<file path="src/pcie_pkg.sv">
`default_nettype none

package pcie_pkg;

	// Special symbols, all sent with the K flag set
	localparam logic [7:0] sym_com = 8'hbc;	// K28.5, starts every ordered set
	localparam logic [7:0] sym_pad = 8'hf7;	// K23.7, stands in for an unassigned link or lane
	localparam logic [7:0] sym_skp = 8'h1c;	// K28.0

	// Training set identifier symbols, sent as data
	localparam logic [7:0] sym_ts1_id = 8'h4a;	// D10.2
	localparam logic [7:0] sym_ts2_id = 8'h45;	// D5.2

	// Scrambler LFSR value loaded on every COM
	localparam logic [15:0] lfsr_seed = 16'hffff;

	// Contents of a training set as advertised by this port
	typedef struct packed {
		logic       link_valid;	// Link number assigned
		logic [4:0] link;
		logic       lane_valid;	// Lane number assigned
		logic [4:0] lane;
		logic [7:0] num_fts;	// FTS count needed to leave L0s
		logic       rate_5g;	// Advertise 5 GT/s besides 2.5 GT/s
	} ts_fields_t;

	// Two symbols per clock, symbol 0 in the low byte goes out first
	typedef struct packed {
		logic [15:0] data;
		logic [1:0]  charisk;	// One K flag per symbol
	} tx_symbols_t;

	// Generator output word
	typedef struct packed {
		tx_symbols_t sym;
		logic        ordered_set;	// Both symbols belong to a TS or SKP set
	} tx_word_t;

endpackage

`default_nettype wire

</file>
<file path="src/pcie_link_sequencer.sv">
`timescale 1ns/1ps
`default_nettype none

// Training phase control for one lane
// Counts TS1 sets, then TS2 sets, then reports link-up
module pcie_link_sequencer #(
	parameter bit [7:0] TS1_COUNT = 8'd16,	// TS1 sets before switching to TS2
	parameter bit [7:0] TS2_COUNT = 8'd16	// TS2 sets before link-up
) (
	input  wire  clk,
	input  wire  rst_n,
	input  wire  train_start,	// Single-cycle request to (re)start training
	input  wire  ts_sent,	// Generator finished a set
	output logic ts_en,	// Generator may start sets
	output logic set_is_ts2,	// Filler type for the sets in progress
	output logic link_up
);

	typedef enum logic [1:0] {
		SEQ_IDLE,	// Not training, generator sends logical idle
		SEQ_TS1,
		SEQ_TS2
	} seq_state_t;

	seq_state_t state;
	logic [7:0] set_cnt;	// Sets sent in the current phase
	logic       last_ts2;	// Strobe for the final TS2 set

	assign last_ts2 = ts_sent && (state == SEQ_TS2) && (set_cnt == TS2_COUNT - 8'd1);

	// Enable drops already in the cycle of the final strobe
	// The generator samples it in HEAD on the same edge, so no extra set starts
	assign ts_en      = (state != SEQ_IDLE) && !last_ts2;
	assign set_is_ts2 = (state == SEQ_TS2);

	always_ff @(posedge clk or negedge rst_n) begin
		if (!rst_n) begin
			state   <= SEQ_IDLE;
			set_cnt <= 8'd0;
			link_up <= 1'b0;
		end else if (train_start) begin
			// Restart from TS1 even in mid-training
			state   <= SEQ_TS1;
			set_cnt <= 8'd0;
			link_up <= 1'b0;
		end else if (ts_sent) begin
			case (state)
				SEQ_TS1: begin
					if (set_cnt == TS1_COUNT - 8'd1) begin
						state   <= SEQ_TS2;	// Last TS1 set done
						set_cnt <= 8'd0;
					end else begin
						set_cnt <= set_cnt + 8'd1;
					end
				end

				SEQ_TS2: begin
					if (last_ts2) begin
						state   <= SEQ_IDLE;
						set_cnt <= 8'd0;
						link_up <= 1'b1;	// Stays up until the next train_start
					end else begin
						set_cnt <= set_cnt + 8'd1;
					end
				end

				default: begin
					// Strobe of a set still in flight after link-up, nothing to count
					set_cnt <= 8'd0;
				end
			endcase
		end
	end

	// Training and link-up are exclusive, also across a restart
	a_en_vs_link_up: assert property (@(posedge clk) disable iff (!rst_n)
		!(ts_en && link_up));

endmodule

`default_nettype wire

</file>
<file path="src/pcie_ts_generator.sv">
`timescale 1ns/1ps
`default_nettype none

// TS1/TS2 ordered set generator with periodic SKP sets
// Sends logical idle whenever training is not enabled
module pcie_ts_generator #(
	parameter bit [6:0] SKIP_INTERVAL = 7'd80	// Training sets between SKP sets
) (
	input  wire                   clk,
	input  wire                   rst_n,
	input  wire                   ts_en,
	input  wire                   set_is_ts2,
	input  wire pcie_pkg::ts_fields_t fields,
	output pcie_pkg::tx_word_t    word,
	output logic                  ts_sent	// Last filler word of a set registered
);

	typedef enum logic [2:0] {
		GEN_HEAD,	// COM and link, or logical idle
		GEN_LANEFTS,
		GEN_RATECTL,
		GEN_FILLER,	// Five words of identifiers
		GEN_SKIP_0,
		GEN_SKIP_1
	} gen_state_t;

	gen_state_t state;
	logic [2:0] fill_cnt;	// Filler word index 0..4
	logic [6:0] skip_cnt;	// Training sets since the last SKP set

	always_ff @(posedge clk or negedge rst_n) begin
		if (!rst_n) begin
			state    <= GEN_HEAD;
			word     <= '0;
			fill_cnt <= 3'd0;
			skip_cnt <= 7'd0;
			ts_sent  <= 1'b0;
		end else begin
			ts_sent <= 1'b0;

			case (state)
				GEN_HEAD: begin
					if (ts_en) begin
						word.sym.data[7:0]   <= pcie_pkg::sym_com;
						word.sym.charisk[0]  <= 1'b1;
						word.ordered_set     <= 1'b1;
						if (fields.link_valid) begin
							word.sym.data[15:8]  <= {3'b000, fields.link};
							word.sym.charisk[1]  <= 1'b0;
						end else begin
							word.sym.data[15:8]  <= pcie_pkg::sym_pad;	// No link number yet
							word.sym.charisk[1]  <= 1'b1;
						end
						skip_cnt <= skip_cnt + 7'd1;	// Counts sets across runs
						state    <= GEN_LANEFTS;
					end else begin
						word <= '0;	// Logical idle, scrambled downstream
					end
				end

				GEN_LANEFTS: begin
					if (fields.lane_valid) begin
						word.sym.data[7:0]  <= {3'b000, fields.lane};
						word.sym.charisk[0] <= 1'b0;
					end else begin
						word.sym.data[7:0]  <= pcie_pkg::sym_pad;
						word.sym.charisk[0] <= 1'b1;
					end
					word.sym.data[15:8] <= fields.num_fts;
					word.sym.charisk[1] <= 1'b0;
					word.ordered_set    <= 1'b1;
					state               <= GEN_RATECTL;
				end

				// Rate identifier then training control
				GEN_RATECTL: begin
					word.sym.data    <= {8'h00, 5'b00000, fields.rate_5g, 2'b10};	// 2.5G always
					word.sym.charisk <= 2'b00;
					word.ordered_set <= 1'b1;
					fill_cnt         <= 3'd0;
					state            <= GEN_FILLER;
				end

				GEN_FILLER: begin
					if (set_is_ts2)
						word.sym.data <= {pcie_pkg::sym_ts2_id, pcie_pkg::sym_ts2_id};
					else
						word.sym.data <= {pcie_pkg::sym_ts1_id, pcie_pkg::sym_ts1_id};
					word.sym.charisk <= 2'b00;
					word.ordered_set <= 1'b1;
					fill_cnt         <= fill_cnt + 3'd1;

					if (fill_cnt == 3'd4) begin	// 8th word of the set
						ts_sent <= 1'b1;
						if (skip_cnt >= SKIP_INTERVAL) begin
							skip_cnt <= 7'd0;
							state    <= GEN_SKIP_0;
						end else begin
							state    <= GEN_HEAD;
						end
					end
				end

				GEN_SKIP_0: begin
					word.sym.data    <= {pcie_pkg::sym_skp, pcie_pkg::sym_com};	// COM goes first
					word.sym.charisk <= 2'b11;
					word.ordered_set <= 1'b1;
					state            <= GEN_SKIP_1;
				end

				GEN_SKIP_1: begin
					word.sym.data    <= {pcie_pkg::sym_skp, pcie_pkg::sym_skp};
					word.sym.charisk <= 2'b11;
					word.ordered_set <= 1'b1;
					state            <= GEN_HEAD;
				end

				default: begin
					word  <= '0;
					state <= GEN_HEAD;
				end
			endcase
		end
	end

	// Completion strobe only for the last filler word of a set
	a_sent_at_end: assert property (@(posedge clk) disable iff (!rst_n)
		ts_sent |-> $past(state == GEN_FILLER && fill_cnt == 3'd4));

endmodule

`default_nettype wire

</file>
<file path="src/pcie_tx_scrambler.sv">
`timescale 1ns/1ps
`default_nettype none

// PCIe Gen1/Gen2 data scrambler, two symbols per clock
// LFSR x^16+x^5+x^4+x^3+1 in Galois form, one clock of latency
module pcie_tx_scrambler (
	input  wire                clk,
	input  wire                rst_n,
	input  wire pcie_pkg::tx_word_t word_in,
	output pcie_pkg::tx_symbols_t tx_out
);

	logic [15:0] lfsr_q;	// State before symbol 0
	logic [15:0] lfsr_mid;	// State before symbol 1
	logic [15:0] lfsr_nxt;	// State after both symbols
	pcie_pkg::tx_symbols_t out_nxt;

	// Eight serial shifts of the LFSR, one per symbol bit
	function automatic logic [15:0] lfsr_adv8(input logic [15:0] l);
		logic [15:0] s;
		s = l;
		for (int i = 0; i < 8; i++) begin
			if (s[15])
				s = {s[14:0], 1'b0} ^ 16'h0039;	// Taps 5, 4, 3 and 0
			else
				s = {s[14:0], 1'b0};
		end
		return s;
	endfunction

	// LFSR state after one symbol
	function automatic logic [15:0] lfsr_sym(
		input logic [15:0] l,
		input logic [7:0]  d,
		input logic        k
	);
		if (k && d == pcie_pkg::sym_com)
			return lfsr_adv8(pcie_pkg::lfsr_seed);	// COM reseeds, then counts as a symbol
		else if (k && d == pcie_pkg::sym_skp)
			return l;	// SKP is invisible to the LFSR
		else
			return lfsr_adv8(l);
	endfunction

	// Scrambled symbol, key is the top byte bit-reversed (first output bit is bit 15)
	function automatic logic [7:0] scr_sym(
		input logic [15:0] l,
		input logic [7:0]  d,
		input logic        k,
		input logic        os
	);
		logic [7:0] key;
		for (int i = 0; i < 8; i++)
			key[i] = l[15 - i];
		if (k || os)
			return d;	// K symbols and ordered sets go out in the clear
		else
			return d ^ key;
	endfunction

	always_comb begin
		lfsr_mid = lfsr_sym(lfsr_q, word_in.sym.data[7:0], word_in.sym.charisk[0]);
		lfsr_nxt = lfsr_sym(lfsr_mid, word_in.sym.data[15:8], word_in.sym.charisk[1]);

		out_nxt.data[7:0]  = scr_sym(lfsr_q, word_in.sym.data[7:0],
			word_in.sym.charisk[0], word_in.ordered_set);
		out_nxt.data[15:8] = scr_sym(lfsr_mid, word_in.sym.data[15:8],
			word_in.sym.charisk[1], word_in.ordered_set);
		out_nxt.charisk    = word_in.sym.charisk;
	end

	always_ff @(posedge clk or negedge rst_n) begin
		if (!rst_n) begin
			lfsr_q <= pcie_pkg::lfsr_seed;
			tx_out <= '0;
		end else begin
			lfsr_q <= lfsr_nxt;
			tx_out <= out_nxt;
		end
	end

	// K flags pass through with exactly one clock of delay
	a_charisk_pass: assert property (@(posedge clk) disable iff (!rst_n)
		1'b1 |=> tx_out.charisk == $past(word_in.sym.charisk));

endmodule

`default_nettype wire

</file>
<file path="src/pcie_tx_top.sv">
`timescale 1ns/1ps
`default_nettype none

// Transmit side of one PCIe Gen1/Gen2 lane
// Sequencer -> training set generator -> scrambler
module pcie_tx_top #(
	parameter bit [7:0] TS1_COUNT     = 8'd16,
	parameter bit [7:0] TS2_COUNT     = 8'd16,
	parameter bit [6:0] SKIP_INTERVAL = 7'd80	// About 1280 symbol times between SKPs
) (
	input  wire                   clk,
	input  wire                   rst_n,
	input  wire                   train_start,
	input  wire pcie_pkg::ts_fields_t ts_fields,	// Sampled live by the generator
	output pcie_pkg::tx_symbols_t tx_out,	// To the 8b/10b encoder
	output logic                  ts_sent,
	output logic                  link_up
);

	logic               ts_en;
	logic               set_is_ts2;
	pcie_pkg::tx_word_t gen_word;	// Unscrambled symbols plus ordered-set flag

	// Training phase control
	pcie_link_sequencer #(
		.TS1_COUNT (TS1_COUNT),
		.TS2_COUNT (TS2_COUNT)
	) u_seq (
		.clk         (clk),
		.rst_n       (rst_n),
		.train_start (train_start),
		.ts_sent     (ts_sent),
		.ts_en       (ts_en),
		.set_is_ts2  (set_is_ts2),
		.link_up     (link_up)
	);

	// Ordered sets and logical idle
	pcie_ts_generator #(
		.SKIP_INTERVAL (SKIP_INTERVAL)
	) u_gen (
		.clk        (clk),
		.rst_n      (rst_n),
		.ts_en      (ts_en),
		.set_is_ts2 (set_is_ts2),
		.fields     (ts_fields),
		.word       (gen_word),
		.ts_sent    (ts_sent)
	);

	// Data scrambling, one clock behind the generator
	pcie_tx_scrambler u_scr (
		.clk     (clk),
		.rst_n   (rst_n),
		.word_in (gen_word),
		.tx_out  (tx_out)
	);

endmodule

`default_nettype wire

</file>
<file path="config.mk">
export PLATFORM = sky130hd
export DESIGN_NAME = pcie_tx_top
export DESIGN_NICKNAME = d
export VERILOG_FILES = /design/src/pcie_pkg.sv /design/src/pcie_link_sequencer.sv /design/src/pcie_ts_generator.sv /design/src/pcie_tx_scrambler.sv /design/src/pcie_tx_top.sv
export SDC_FILE = /design/constraint.sdc
export NUM_CORES = 1
export LEC_CHECK = 0
export BUFFER_PORTS_ARGS = -buffer_cell sky130_fd_sc_hd__buf_2
export CORE_ASPECT_RATIO = 1.1
export CORE_MARGIN = 2
export CORE_UTILIZATION = 53
export DETAILED_ROUTE_END_ITERATION = 16
export GPL_TIMING_DRIVEN = 0
export PLACE_DENSITY = 0.73
export SYNTH_ARGS = -nofsm -noshare
export SYNTH_HDL_FRONTEND = slang
export SYNTH_HIERARCHICAL = 1
export SYNTH_SLANG_ARGS = --single-unit
</file>
<file path="constraint.sdc">
create_clock -name clk -period 3.7 [get_ports clk]
set_clock_uncertainty 0.2 [all_clocks]
set_input_delay 0.74 -clock clk [delete_from_list [all_inputs] [get_ports clk]]
set_output_delay 0.74 -clock clk [all_outputs]
set_load 0.01 [all_outputs]
</file>
==> results of run 1 <==
## power groups by stage
stage          Clock (mW)  Sequential (mW)  Combinational, mW
2_1_floorplan           0             1.40               2.22
4_1_cts             0.615             1.39               2.82
5_1_grt             0.650             1.42               3.12
3_3_place_gp            0             1.40               2.74
6_report            0.600             1.39               2.84
3_5_place_dp            0             1.41               2.81
## cell families (layout without fill, tap and decap cells)
group / after synthesis / after routing / share of synthesized area, %
AND/OR/NAND/NOR: 172 / 172 / 20.0
AO/OA/AOI/OAI: 115 / 115 / 17.7
flip-flops: 77 / 77 / 41.9
XOR/XNOR: 58 / 58 / 11.8
buffers and inverters: 47 / 107 / 4.66
adder cells (fa/ha/maj): 8 / 8 / 2.15
multiplexers: 7 / 7 / 1.80
## layout make-up
class	instances	area, sq um	area share [%]
Buffer	30	153	2.93
Clock buffer	9	124	2.38
Clock inverter	7	56.3	1.08
Tap cell	111	139	2.67
Inverter	17	63.8	1.23
Timing Repair Buffer	44	238	4.57
Multi-Input combinational cell	360	2490	47.8
Sequential cell	77	1950	37.4
## state kept, by name, summed over array words and instances, names as in the netlist
name	count
u_gen/state	3
u_scr/lfsr_q	16
u_gen/fill_cnt	3
u_scr/tx_out	18
u_seq/link_up	1
u_seq/state	2
u_gen/word	18
u_gen/skip_cnt	7
u_seq/set_cnt	8
u_gen/ts_sent	1
## critical path, stage by stage, from the launching register on
cell	delay (ns)
dfrtp_1	0.41
nor4b_1	0.42
nand3_1	0.18
nor3_1	0.56
clkbuf_1	0.51
nor3_1	0.15
o31ai_1	0.27
## routing by layer
layer	vias to the layer above	share of wire [%]
met1	1869	41
met3	22	4.2
met2	110	53
met5	-	0
li1	1819	-
met4	0	2.2
## worst paths after layout
path                       cells past startpoint                          start                       endpoint  slack [ns]
min reg2reg                                    1  u_gen/skip_cnt[6]$_DFFE_PN0P_  u_gen/skip_cnt[5]$_DFFE_PN0P_        0.25
max in group asynchronous                      2                          rst_n      u_scr/lfsr_q[3]$_DFF_PN1_        2.53
max                                            6       u_gen/word[17]$_DFF_PN0_      u_scr/lfsr_q[1]$_DFF_PN1_        0.91
min                                            1                          rst_n      u_scr/tx_out[6]$_DFF_PN0_        0.13
min in group clk                               1  u_gen/skip_cnt[6]$_DFFE_PN0P_  u_gen/skip_cnt[5]$_DFFE_PN0P_        0.25
max reg2reg                                    6       u_gen/word[17]$_DFF_PN0_      u_scr/lfsr_q[1]$_DFF_PN1_        0.91
## layout by cell type (no fill, tap or decap), types with 5 or more instances in the layout
master     n
and2_1     5
buf_2     59
xnor2_1   32
nand3_1   13
clkbuf_8   9
dfrtp_1   61
nand4_1    8
xor2_1    22
nor3_1    10
dfstp_2   16
a21o_1     5
inv_1     17
a21oi_1   21
mux2i_1    5
o211ai_1   8
clkbuf_1   8
nor2_1    43
o21ai_0   27
ha_1       8
a211oi_1  10
nor3b_1    5
nor2b_1    9
nand2_1   48
==> flow_summary_export.csv, run 1 <==
group,metric,value,unit
worst_setup_path,cp-start-kind,"flop",
timing,hold_viol,0,
timing,setup_viol,0,
cts,post-cts-setup-buffers,0,
cts,clock-root-buffer,"clkbuf_8",
logic_synthesis,synth_area_leaders,"dfrtp_1 (33%), dfstp_2 (9.0%), xnor2_1 (6.0%), xor2_1 (4.1%), nand2_1 (3.9%)",
logic_synthesis,synth_top_cell_by_area,"dfrtp_1",
logic_synthesis,synth_common_cells,"dfrtp_1 (61), nand2_1 (48), nor2_1 (43), xnor2_1 (32), o21ai_0 (27)",
grt,grt_use_met1,30.8,%
grt,grt_pass1_wl,18400,microns
worst_hold_path,hold_class,"input pin to asynchronous set/reset pin",
cts,h-tree-depth,3,
grt,grt_pass1_vias,3816,
timing,slew_violations,0,
routing,drt-total-wl,11300,microns
place,dp.cells,639,
cts,ctsHoldBuffers,0,
logic_synthesis,ys_types,74,
cts,clock-sinks,77,
place,place.gp.congestion,0.968,
routing,drcViolationCount,0,
place,dpl.hpwl,8310,microns
logic_synthesis,syn_nets,516,
timing,min_period_over_period,75.5,%
timing,slew-limit-headroom,48.1,%
logic_synthesis,syn_inst,484,
layout,num_antenna_cells,0,
logic_synthesis,synth_seq_cells,77,
timing,fmax,358,MHz
timing,setup_slack,0.906,ns
timing,fin_crit,2.79,ns
grt,grt_overflow,0,
routing,drtIter0Drc,163,
cts,cts_tree,"done",
die,dieArea,0.00954,sq mm
outcome,status,"finished clean",
worst_setup_path,cp_max_fo,10,
power_and_ir_drop,p_sw_share,42.6,%
cts,cts.clk_slew.worst_paths,0.09,ns
die,dieWidth,93.3,microns
grt,gr-usage-met3,3.54,%
grt,grt-busiest-layer,"met2",
worst_setup_path,crit_path_end_kind,"flop",
cts,cts_max_path_buffers,2,
logic_synthesis,synth_edf_count,0,
power_and_ir_drop,seqPwrFrac,28.8,%
layout,drive_gt1_share,23.3,%
worst_setup_path,arrival,2.87,ns
logic_synthesis,ys.flop_type,"dfrtp_1",
logic_synthesis,yosysMostFrequentCell,"dfrtp_1",
logic_synthesis,syn_area,0.00465,sq mm
job,cap_violations,0,
grt,grt_usage,25.0,%
power_and_ir_drop,p_leak,2.28,nW
cts,cts.repair.resized,0,
place,io_buffer_count,43,
routing,vias,3820,
power_and_ir_drop,power_switching,2.06,mW
layout,nets,571,
logic_synthesis,async_flop_share,100,%
timing,rsz0062_at_grt,"no",
power_and_ir_drop,finalPower,4.83,mW
cts,insertion_delay,0.36,ns
power_and_ir_drop,p_clk_share,12.4,%
routing,firstDrtPassIters,4,
die,row_count,35,
layout,instances_no_fill,655,
logic_synthesis,synth_top_cell_area_share,32.8,%
logic_synthesis,yosysSeqAreaShare,41.9,%
place,pre_cts_slack,1.00,ns
layout,syn2layout_area_growth,12.0,%
timing,worst_pin_slew,0.776,ns
worst_setup_path,cp.required,3.77,ns
routing,detail-route-antenna-nets,0,
grt,gr-usage-met2,43.6,%
power_and_ir_drop,p_per_area,928,mW/mm^2
die,ios,44,
grt,grt_max_degree,42,
routing,vias_per_cell,5.83,
cts,cts_made_buffers,9,
layout,utilization,61.6,%
timing,tns,0,ns
logic_synthesis,yosys_warnings,6,
layout,fin_area,0.00521,sq mm
logic_synthesis,syn_avg_cell_area,9.61,sq um
power_and_ir_drop,p_int,2.77,mW
grt,antenna_found_initial,0,
layout,fillerInstances,742,
power_and_ir_drop,ir_drop,0.000391,V
die,die_y,102,microns
power_and_ir_drop,pwr-share-comb,58.8,%
die,coreArea,0.00845,sq mm
timing,holdWs,0.132,ns
place,placed_area,0.00503,sq mm
routing,wl_per_cell,17.2,microns
die,initial_core_util,55.0,%
worst_setup_path,path_class,"flop to flop",
Note: power is estimated with default switching activity, not from simulation.
==> run 2, diff against run 1 <==
==> constraint.sdc (replaced) <==
create_clock -name clk -period 2.73 [get_ports clk]
set_clock_uncertainty 0.2 [all_clocks]
set_input_delay 0.546 -clock clk [delete_from_list [all_inputs] [get_ports clk]]
set_output_delay 0.546 -clock clk [all_outputs]
set_load 0.01 [all_outputs]
==> run 2 against run 1 <==
Compared with the run above:
- total power rose by 37%
- largest cell class unchanged
- clock power rose by 36%
- critical endpoint is now u_scr/lfsr_q[3]$_DFF_PN1_
- via count rose by 0.37%
==> flow_summary_export.csv, run 2 (same netlist as run 1, synthesis figures left out) <==
group,metric,value,unit
place,place.gp.congestion,0.968,
power_and_ir_drop,finalPower,6.60,mW
die,dieArea,0.00954,sq mm
worst_setup_path,cp-start-kind,"flop",
timing,slew_violations,0,
cts,h-tree-depth,3,
worst_hold_path,hold_class,"input pin to flop",
worst_setup_path,cp.required,2.79,ns
cts,cts_made_buffers,9,
power_and_ir_drop,ir_drop,0.000529,V
cts,clock-root-buffer,"clkbuf_8",
worst_setup_path,r2r-start,"u_gen/word[10]$_DFF_PN0_",
outcome,status,"finished clean",
power_and_ir_drop,p_sw_share,42.6,%
grt,grt_pass1_vias,3816,
power_and_ir_drop,p_leak,2.29,nW
place,io_buffer_count,43,
layout,top_regs,"u_gen/word x18, u_scr/tx_out x18, u_scr/lfsr_q x16",
cts,post-cts-setup-buffers,0,
die,coreArea,0.00845,sq mm
job,cap_violations,0,
grt,grt_overflow,0,
routing,drtIter0Drc,154,
routing,vias,3834,
timing,slew-limit-headroom,48.0,%
timing,fmax,385,MHz
worst_setup_path,path_class,"flop to flop",
worst_setup_path,rr_endpoint,"u_scr/lfsr_q[3]$_DFF_PN1_",
layout,nets,572,
layout,syn2layout_area_growth,12.7,%
layout,multi_input_area,0.00251,sq mm
grt,antenna_found_initial,0,
routing,vias_per_cell,5.84,
cts,cts.clk_slew.worst_paths,0.09,ns
die,dieWidth,93.3,microns
power_and_ir_drop,p_per_area,1260,mW/mm^2
layout,fillerInstances,739,
grt,grt_usage,25.0,%
worst_hold_path,hold_depth,3,
timing,hold_viol,0,
routing,drt-total-wl,11300,microns
die,ios,44,
cts,cts_tree,"done",
layout,num_antenna_cells,0,
place,dpl.hpwl,8310,microns
power_and_ir_drop,seqPwrFrac,28.6,%
routing,firstDrtPassIters,5,
cts,insertion_delay,0.36,ns
layout,mostFrequentLayoutCells,"dfrtp_1 (61), buf_2 (59), nand2_1 (48), nor2_1 (42), xnor2_1 (32)",
worst_hold_path,hp-start,"ts_fields[16]",
grt,grt_max_degree,42,
worst_setup_path,rrSetupSlack,0.13,ns
timing,setup_viol,0,
timing,min_period_over_period,95.2,%
die,initial_core_util,55.0,%
timing,worst_pin_slew,0.777,ns
layout,final_common_cell,"dfrtp_1",
routing,detail-route-antenna-nets,0,
worst_setup_path,crit_path_end_kind,"flop",
cts,clock-sinks,77,
worst_setup_path,arrival,2.66,ns
die,row_count,35,
layout,drive_gt1_share,24.2,%
routing,wl_per_cell,17.3,microns
timing,fin_crit,2.60,ns
layout,utilization,62.0,%
worst_setup_path,reg2reg_depth,7,
power_and_ir_drop,p_clk_share,12.3,%
layout,seqCellArea,0.00195,sq mm
power_and_ir_drop,p_int,3.79,mW
worst_setup_path,cp_max_fo,10,
timing,setup_slack,0.132,ns
worst_hold_path,min_to,"u_gen/word[12]$_DFF_PN0_",
power_and_ir_drop,pwr-share-comb,59.0,%
routing,drcViolationCount,0,
place,pre_cts_slack,0.0322,ns
cts,cts_max_path_buffers,2,
grt,grt_pass1_wl,18400,microns
power_and_ir_drop,power_switching,2.81,mW
die,die_y,102,microns
## run 2: worst max-delay path, stage by stage, from the launching register on
cell and delay (ns):
dfrtp_1 0.40, buf_4 0.13, buf_2 0.18, or2_2 0.35, a211oi_2 0.40, o32ai_1 0.29
xor2_1 0.22, a211oi_1 0.32
## run 2: worst max-delay path by stage
stage                                  start                   endpoint  slack [ns]  depth (start not counted)
global route        u_gen/word[10]$_DFF_PN0_  u_scr/lfsr_q[3]$_DFF_PN1_      -0.008                          7
CTS                 u_gen/word[10]$_DFF_PN0_  u_scr/lfsr_q[7]$_DFF_PN1_        0.01                          9
global placement    u_gen/word[10]$_DFF_PN0_  u_scr/lfsr_q[7]$_DFF_PN1_        0.05                          9
floorplan           u_gen/word[10]$_DFF_PN0_  u_scr/lfsr_q[7]$_DFF_PN1_        0.47                          9
finish              u_gen/word[10]$_DFF_PN0_  u_scr/lfsr_q[3]$_DFF_PN1_        0.13                          7
detailed placement  u_gen/word[10]$_DFF_PN0_  u_scr/lfsr_q[7]$_DFF_PN1_        0.03                          9
## run 2: metrics by stage
step | TNS, ns | hold slack [ns] | instances | instance area, sq um
2_1_floorplan | 0 | 0.0504 | 484 | 4650
3_3_place_gp | 0 | 0.236 | 638 | 5000
3_5_place_dp | 0 | 0.247 | 639 | 5030
4_1_cts | 0 | 0.204 | 656 | 5220
5_1_grt | -0.00790 | 0.229 | 656 | 5240
6_report | 0 | 0.219 | 656 | 5240
## run 2: layout make-up
type | count | share of cell area (%)
clock buffer | 9 | 2.36
sequential | 77 | 37.2
tap | 111 | 2.65
inverter | 17 | 1.22
clock inverter | 7 | 1.07
buffer | 30 | 2.91
timing repair buffer | 45 | 4.73
multi-input combinational | 360 | 47.9
## run 2: timing repair
item                                    CTS  global route
endpoints found under the setup margin    0            13
endpoints found under the hold margin    33             0
hold buffers                              1             0
gates resized for setup                   0             5
## run 2: layer usage
metal  global-route usage (%)  part of all wire (%)  vias to the layer above
met4                     11.8                   2.1                        0
met1                     30.9                    40                     1859
met2                     43.6                    53                      123
met5                        0                     0                        -
met3                     3.47                   5.0                       22
li1                         -                     -                     1830
## run 2: power groups by stage
| stage | clock, mW | sequential [mW] | combinational, mW |
|---|---|---|---|
| after floorplan | 0 | 1.89 | 3.01 |
| after global placement | 0 | 1.89 | 3.72 |
| after detailed placement | 0 | 1.91 | 3.81 |
| after CTS | 0.834 | 1.89 | 3.83 |
| after global routing | 0.881 | 1.93 | 4.29 |
| final | 0.815 | 1.89 | 3.90 |
==> run 3, diff against run 2 <==
--- a/config.mk
+++ b/config.mk
@@ -8,10 +8,9 @@
 export BUFFER_PORTS_ARGS = -buffer_cell sky130_fd_sc_hd__buf_2
 export CORE_ASPECT_RATIO = 1.1
 export CORE_MARGIN = 2
-export CORE_UTILIZATION = 53
+export CORE_UTILIZATION = 38
 export DETAILED_ROUTE_END_ITERATION = 16
 export GPL_TIMING_DRIVEN = 0
-export PLACE_DENSITY = 0.73
 export SYNTH_ARGS = -nofsm -noshare
 export SYNTH_HDL_FRONTEND = slang
 export SYNTH_HIERARCHICAL = 1
==> run 3 against run 2 <==
Compared with the run above:
- combinational power hardly changed
- first-iteration DRC count increased by 7.1%
- largest power group unchanged
- clock power increased by 39%
- count of clock-buffer cells in the layout rose by 2
- die area up 38%
- critical endpoint is now u_scr/lfsr_q[11]$_DFF_PN1_
==> flow_summary_export.csv, run 3 (same netlist as run 1, synthesis figures left out) <==
group,metric,value,unit
outcome,status,"finished clean",
worst_hold_path,min_to,"u_scr/tx_out[0]$_DFF_PN0_",
worst_setup_path,path_class,"flop to flop",
job,cap_violations,0,
cts,cts_max_path_buffers,2,
power_and_ir_drop,p_leak,2.37,nW
cts,cts_made_buffers,9,
routing,drt-total-wl,11600,microns
power_and_ir_drop,ir_drop,0.000532,V
timing,tns,0,ns
cts,post-cts-setup-buffers,0,
timing,slew_violations,0,
grt,grt_max_degree,59,
grt,grt-busiest-layer,"met2",
timing,worst_pin_slew,0.726,ns
timing,holdWs,0.249,ns
timing,fin_crit,2.59,ns
die,dieWidth,109,microns
worst_setup_path,cp-start-kind,"flop",
power_and_ir_drop,p_clk_share,16.3,%
worst_hold_path,hp-start,"u_gen/word[1]$_DFF_PN0_",
worst_setup_path,rrSetupSlack,0.14,ns
worst_setup_path,cpMaxStageDelayCell,"a211oi_2",
cts,clock-root-buffer,"clkbuf_16",
layout,num_antenna_cells,0,
routing,firstDrtPassIters,5,
die,dieArea,0.0131,sq mm
grt,gr-usage-met3,3.80,%
worst_setup_path,max_stage_delay,0.47,ns
layout,mostFrequentLayoutCells,"dfrtp_1 (61), buf_2 (59), nand2_1 (48), nor2_1 (42), xnor2_1 (32)",
power_and_ir_drop,seqPwrFrac,27.4,%
grt,grt_pass1_wl,19400,microns
power_and_ir_drop,power_switching,2.81,mW
place,io_buffer_count,43,
worst_setup_path,crit_path_end_kind,"flop",
worst_setup_path,rr_endpoint,"u_scr/lfsr_q[11]$_DFF_PN1_",
place,dpl.hpwl,8580,microns
routing,vias,3826,
layout,nets,572,
grt,grt_overflow,0,
timing,setup_viol,0,
layout,top_regs,"u_gen/word x18, u_scr/tx_out x18, u_scr/lfsr_q x16",
place,pre_cts_slack,-0.0346,ns
die,row_count,42,
cts,clock-sinks,77,
routing,drcViolationCount,0,
grt,antenna_found_initial,0,
worst_setup_path,r2r-start,"u_gen/word[10]$_DFF_PN0_",
worst_hold_path,hold_class,"flop to flop",
worst_setup_path,cp.required,2.81,ns
routing,vias_per_cell,5.47,
power_and_ir_drop,finalPower,6.93,mW
grt,grt_usage,19.0,%
routing,drtIter0Drc,165,
power_and_ir_drop,p_int,4.12,mW
grt,grt_pass1_vias,3846,
die,die_y,120,microns
timing,min_period_over_period,94.7,%
cts,cts_tree,"done",
die,ios,44,
layout,final_common_cell,"dfrtp_1",
worst_setup_path,arrival,2.66,ns
layout,multi_input_area,0.00254,sq mm
power_and_ir_drop,p_per_area,1280,mW/mm^2
worst_setup_path,path_cells,"buf_4, buf_2, or2_2, a211oi_2, o32ai_4, xor2_1, o211ai_1, a21o_1",
layout,drive_gt1_share,24.6,%
timing,fmax,387,MHz
power_and_ir_drop,p_sw_share,40.6,%
layout,syn2layout_area_growth,17.0,%
power_and_ir_drop,pwr-share-comb,56.3,%
cts,h-tree-depth,3,
worst_hold_path,hold_depth,0,
die,initial_core_util,38.8,%
timing,rsz0062_at_grt,"no",
timing,setup_slack,0.144,ns
cts,cts.clk_slew.worst_paths,0.06,ns
routing,detail-route-antenna-nets,0,
grt,gr-usage-met2,31.1,%
timing,slew-limit-headroom,51.5,%
layout,fillerInstances,1142,
place,place.gp.congestion,0.898,
grt,grt_use_met1,23.4,%
die,coreArea,0.0120,sq mm
timing,hold_viol,0,
worst_setup_path,reg2reg_depth,8,
worst_setup_path,cp_max_fo,10,
routing,wl_per_cell,16.6,microns
layout,seqCellArea,0.00195,sq mm
cts,insertion_delay,0.33,ns
## run 3: cell types whose count changed in the layout (fill, tap and decap cells not counted), sizes merged
cell / previous run / this run
clkinv: 1 / 3
inv: 20 / 19
clkinvlp: 3 / 0
clkbuf: 17 / 19
## run 3: repair_timing
item,in CTS,in global routing
pin swaps,0,0
resized for setup,1,11
endpoints found under the hold margin,10,0
hold buffers,1,0
endpoints found under the setup margin,2,15
## run 3: worst max path at each step
stage                              from                    endpoint  slack, ns  cells after the start
2_1_floorplan  u_gen/word[10]$_DFF_PN0_   u_scr/lfsr_q[7]$_DFF_PN1_       0.47                      9
3_3_place_gp   u_gen/word[10]$_DFF_PN0_   u_scr/lfsr_q[7]$_DFF_PN1_      -0.02                      9
3_5_place_dp   u_gen/word[10]$_DFF_PN0_   u_scr/lfsr_q[7]$_DFF_PN1_      -0.03                      9
4_1_cts        u_gen/word[10]$_DFF_PN0_   u_scr/lfsr_q[7]$_DFF_PN1_       0.07                      9
5_1_grt        u_gen/word[10]$_DFF_PN0_   u_scr/lfsr_q[8]$_DFF_PN1_       0.01                      8
6_report       u_gen/word[10]$_DFF_PN0_  u_scr/lfsr_q[11]$_DFF_PN1_       0.14                      8
## run 3: metal layers
layer / routed length (microns) / up-vias
met5: 0 / -
met4: 397 / 0
met3: 601 / 36
met2: 5880 / 127
met1: 4700 / 1832
li1: - / 1831
## run 3: through the flow
step           instance area (sq um)  utilization, %  cells
2_1_floorplan                   4650               -    484
3_3_place_gp                    5060            42.2    681
3_5_place_dp                    5090            42.5    682
4_1_cts                         5390            44.9    699
5_1_grt                         5440            45.4    699
6_report                        5440            45.4    699
## run 3: critical path, delay by kind of cell, from the launching register on
family	cells	cell delay, ns
flip-flops	1	0.39
AO/OA/AOI/OAI	4	1.08
XOR/XNOR	1	0.21
buffers and inverters	2	0.30
AND/OR/NAND/NOR	1	0.35
## run 3: power by group through the flow
stage	sequential (mW)	clock (mW)	combinational, mW
2_1_floorplan	1.89	0	3.01
3_3_place_gp	1.90	0	3.76
3_5_place_dp	1.91	0	3.82
4_1_cts	1.89	1.17	3.84
5_1_grt	1.95	1.21	4.31
6_report	1.90	1.13	3.90
## run 3: layout make-up
cell class	count	area share (%)
plain buffers	30	2.85
repair buffers	45	4.69
inverters	17	1.17
multi-input cells	360	46.7
well taps	154	3.54
clock buffers	11	4.65
clock inverters	5	0.598
flip-flops and latches	77	35.8
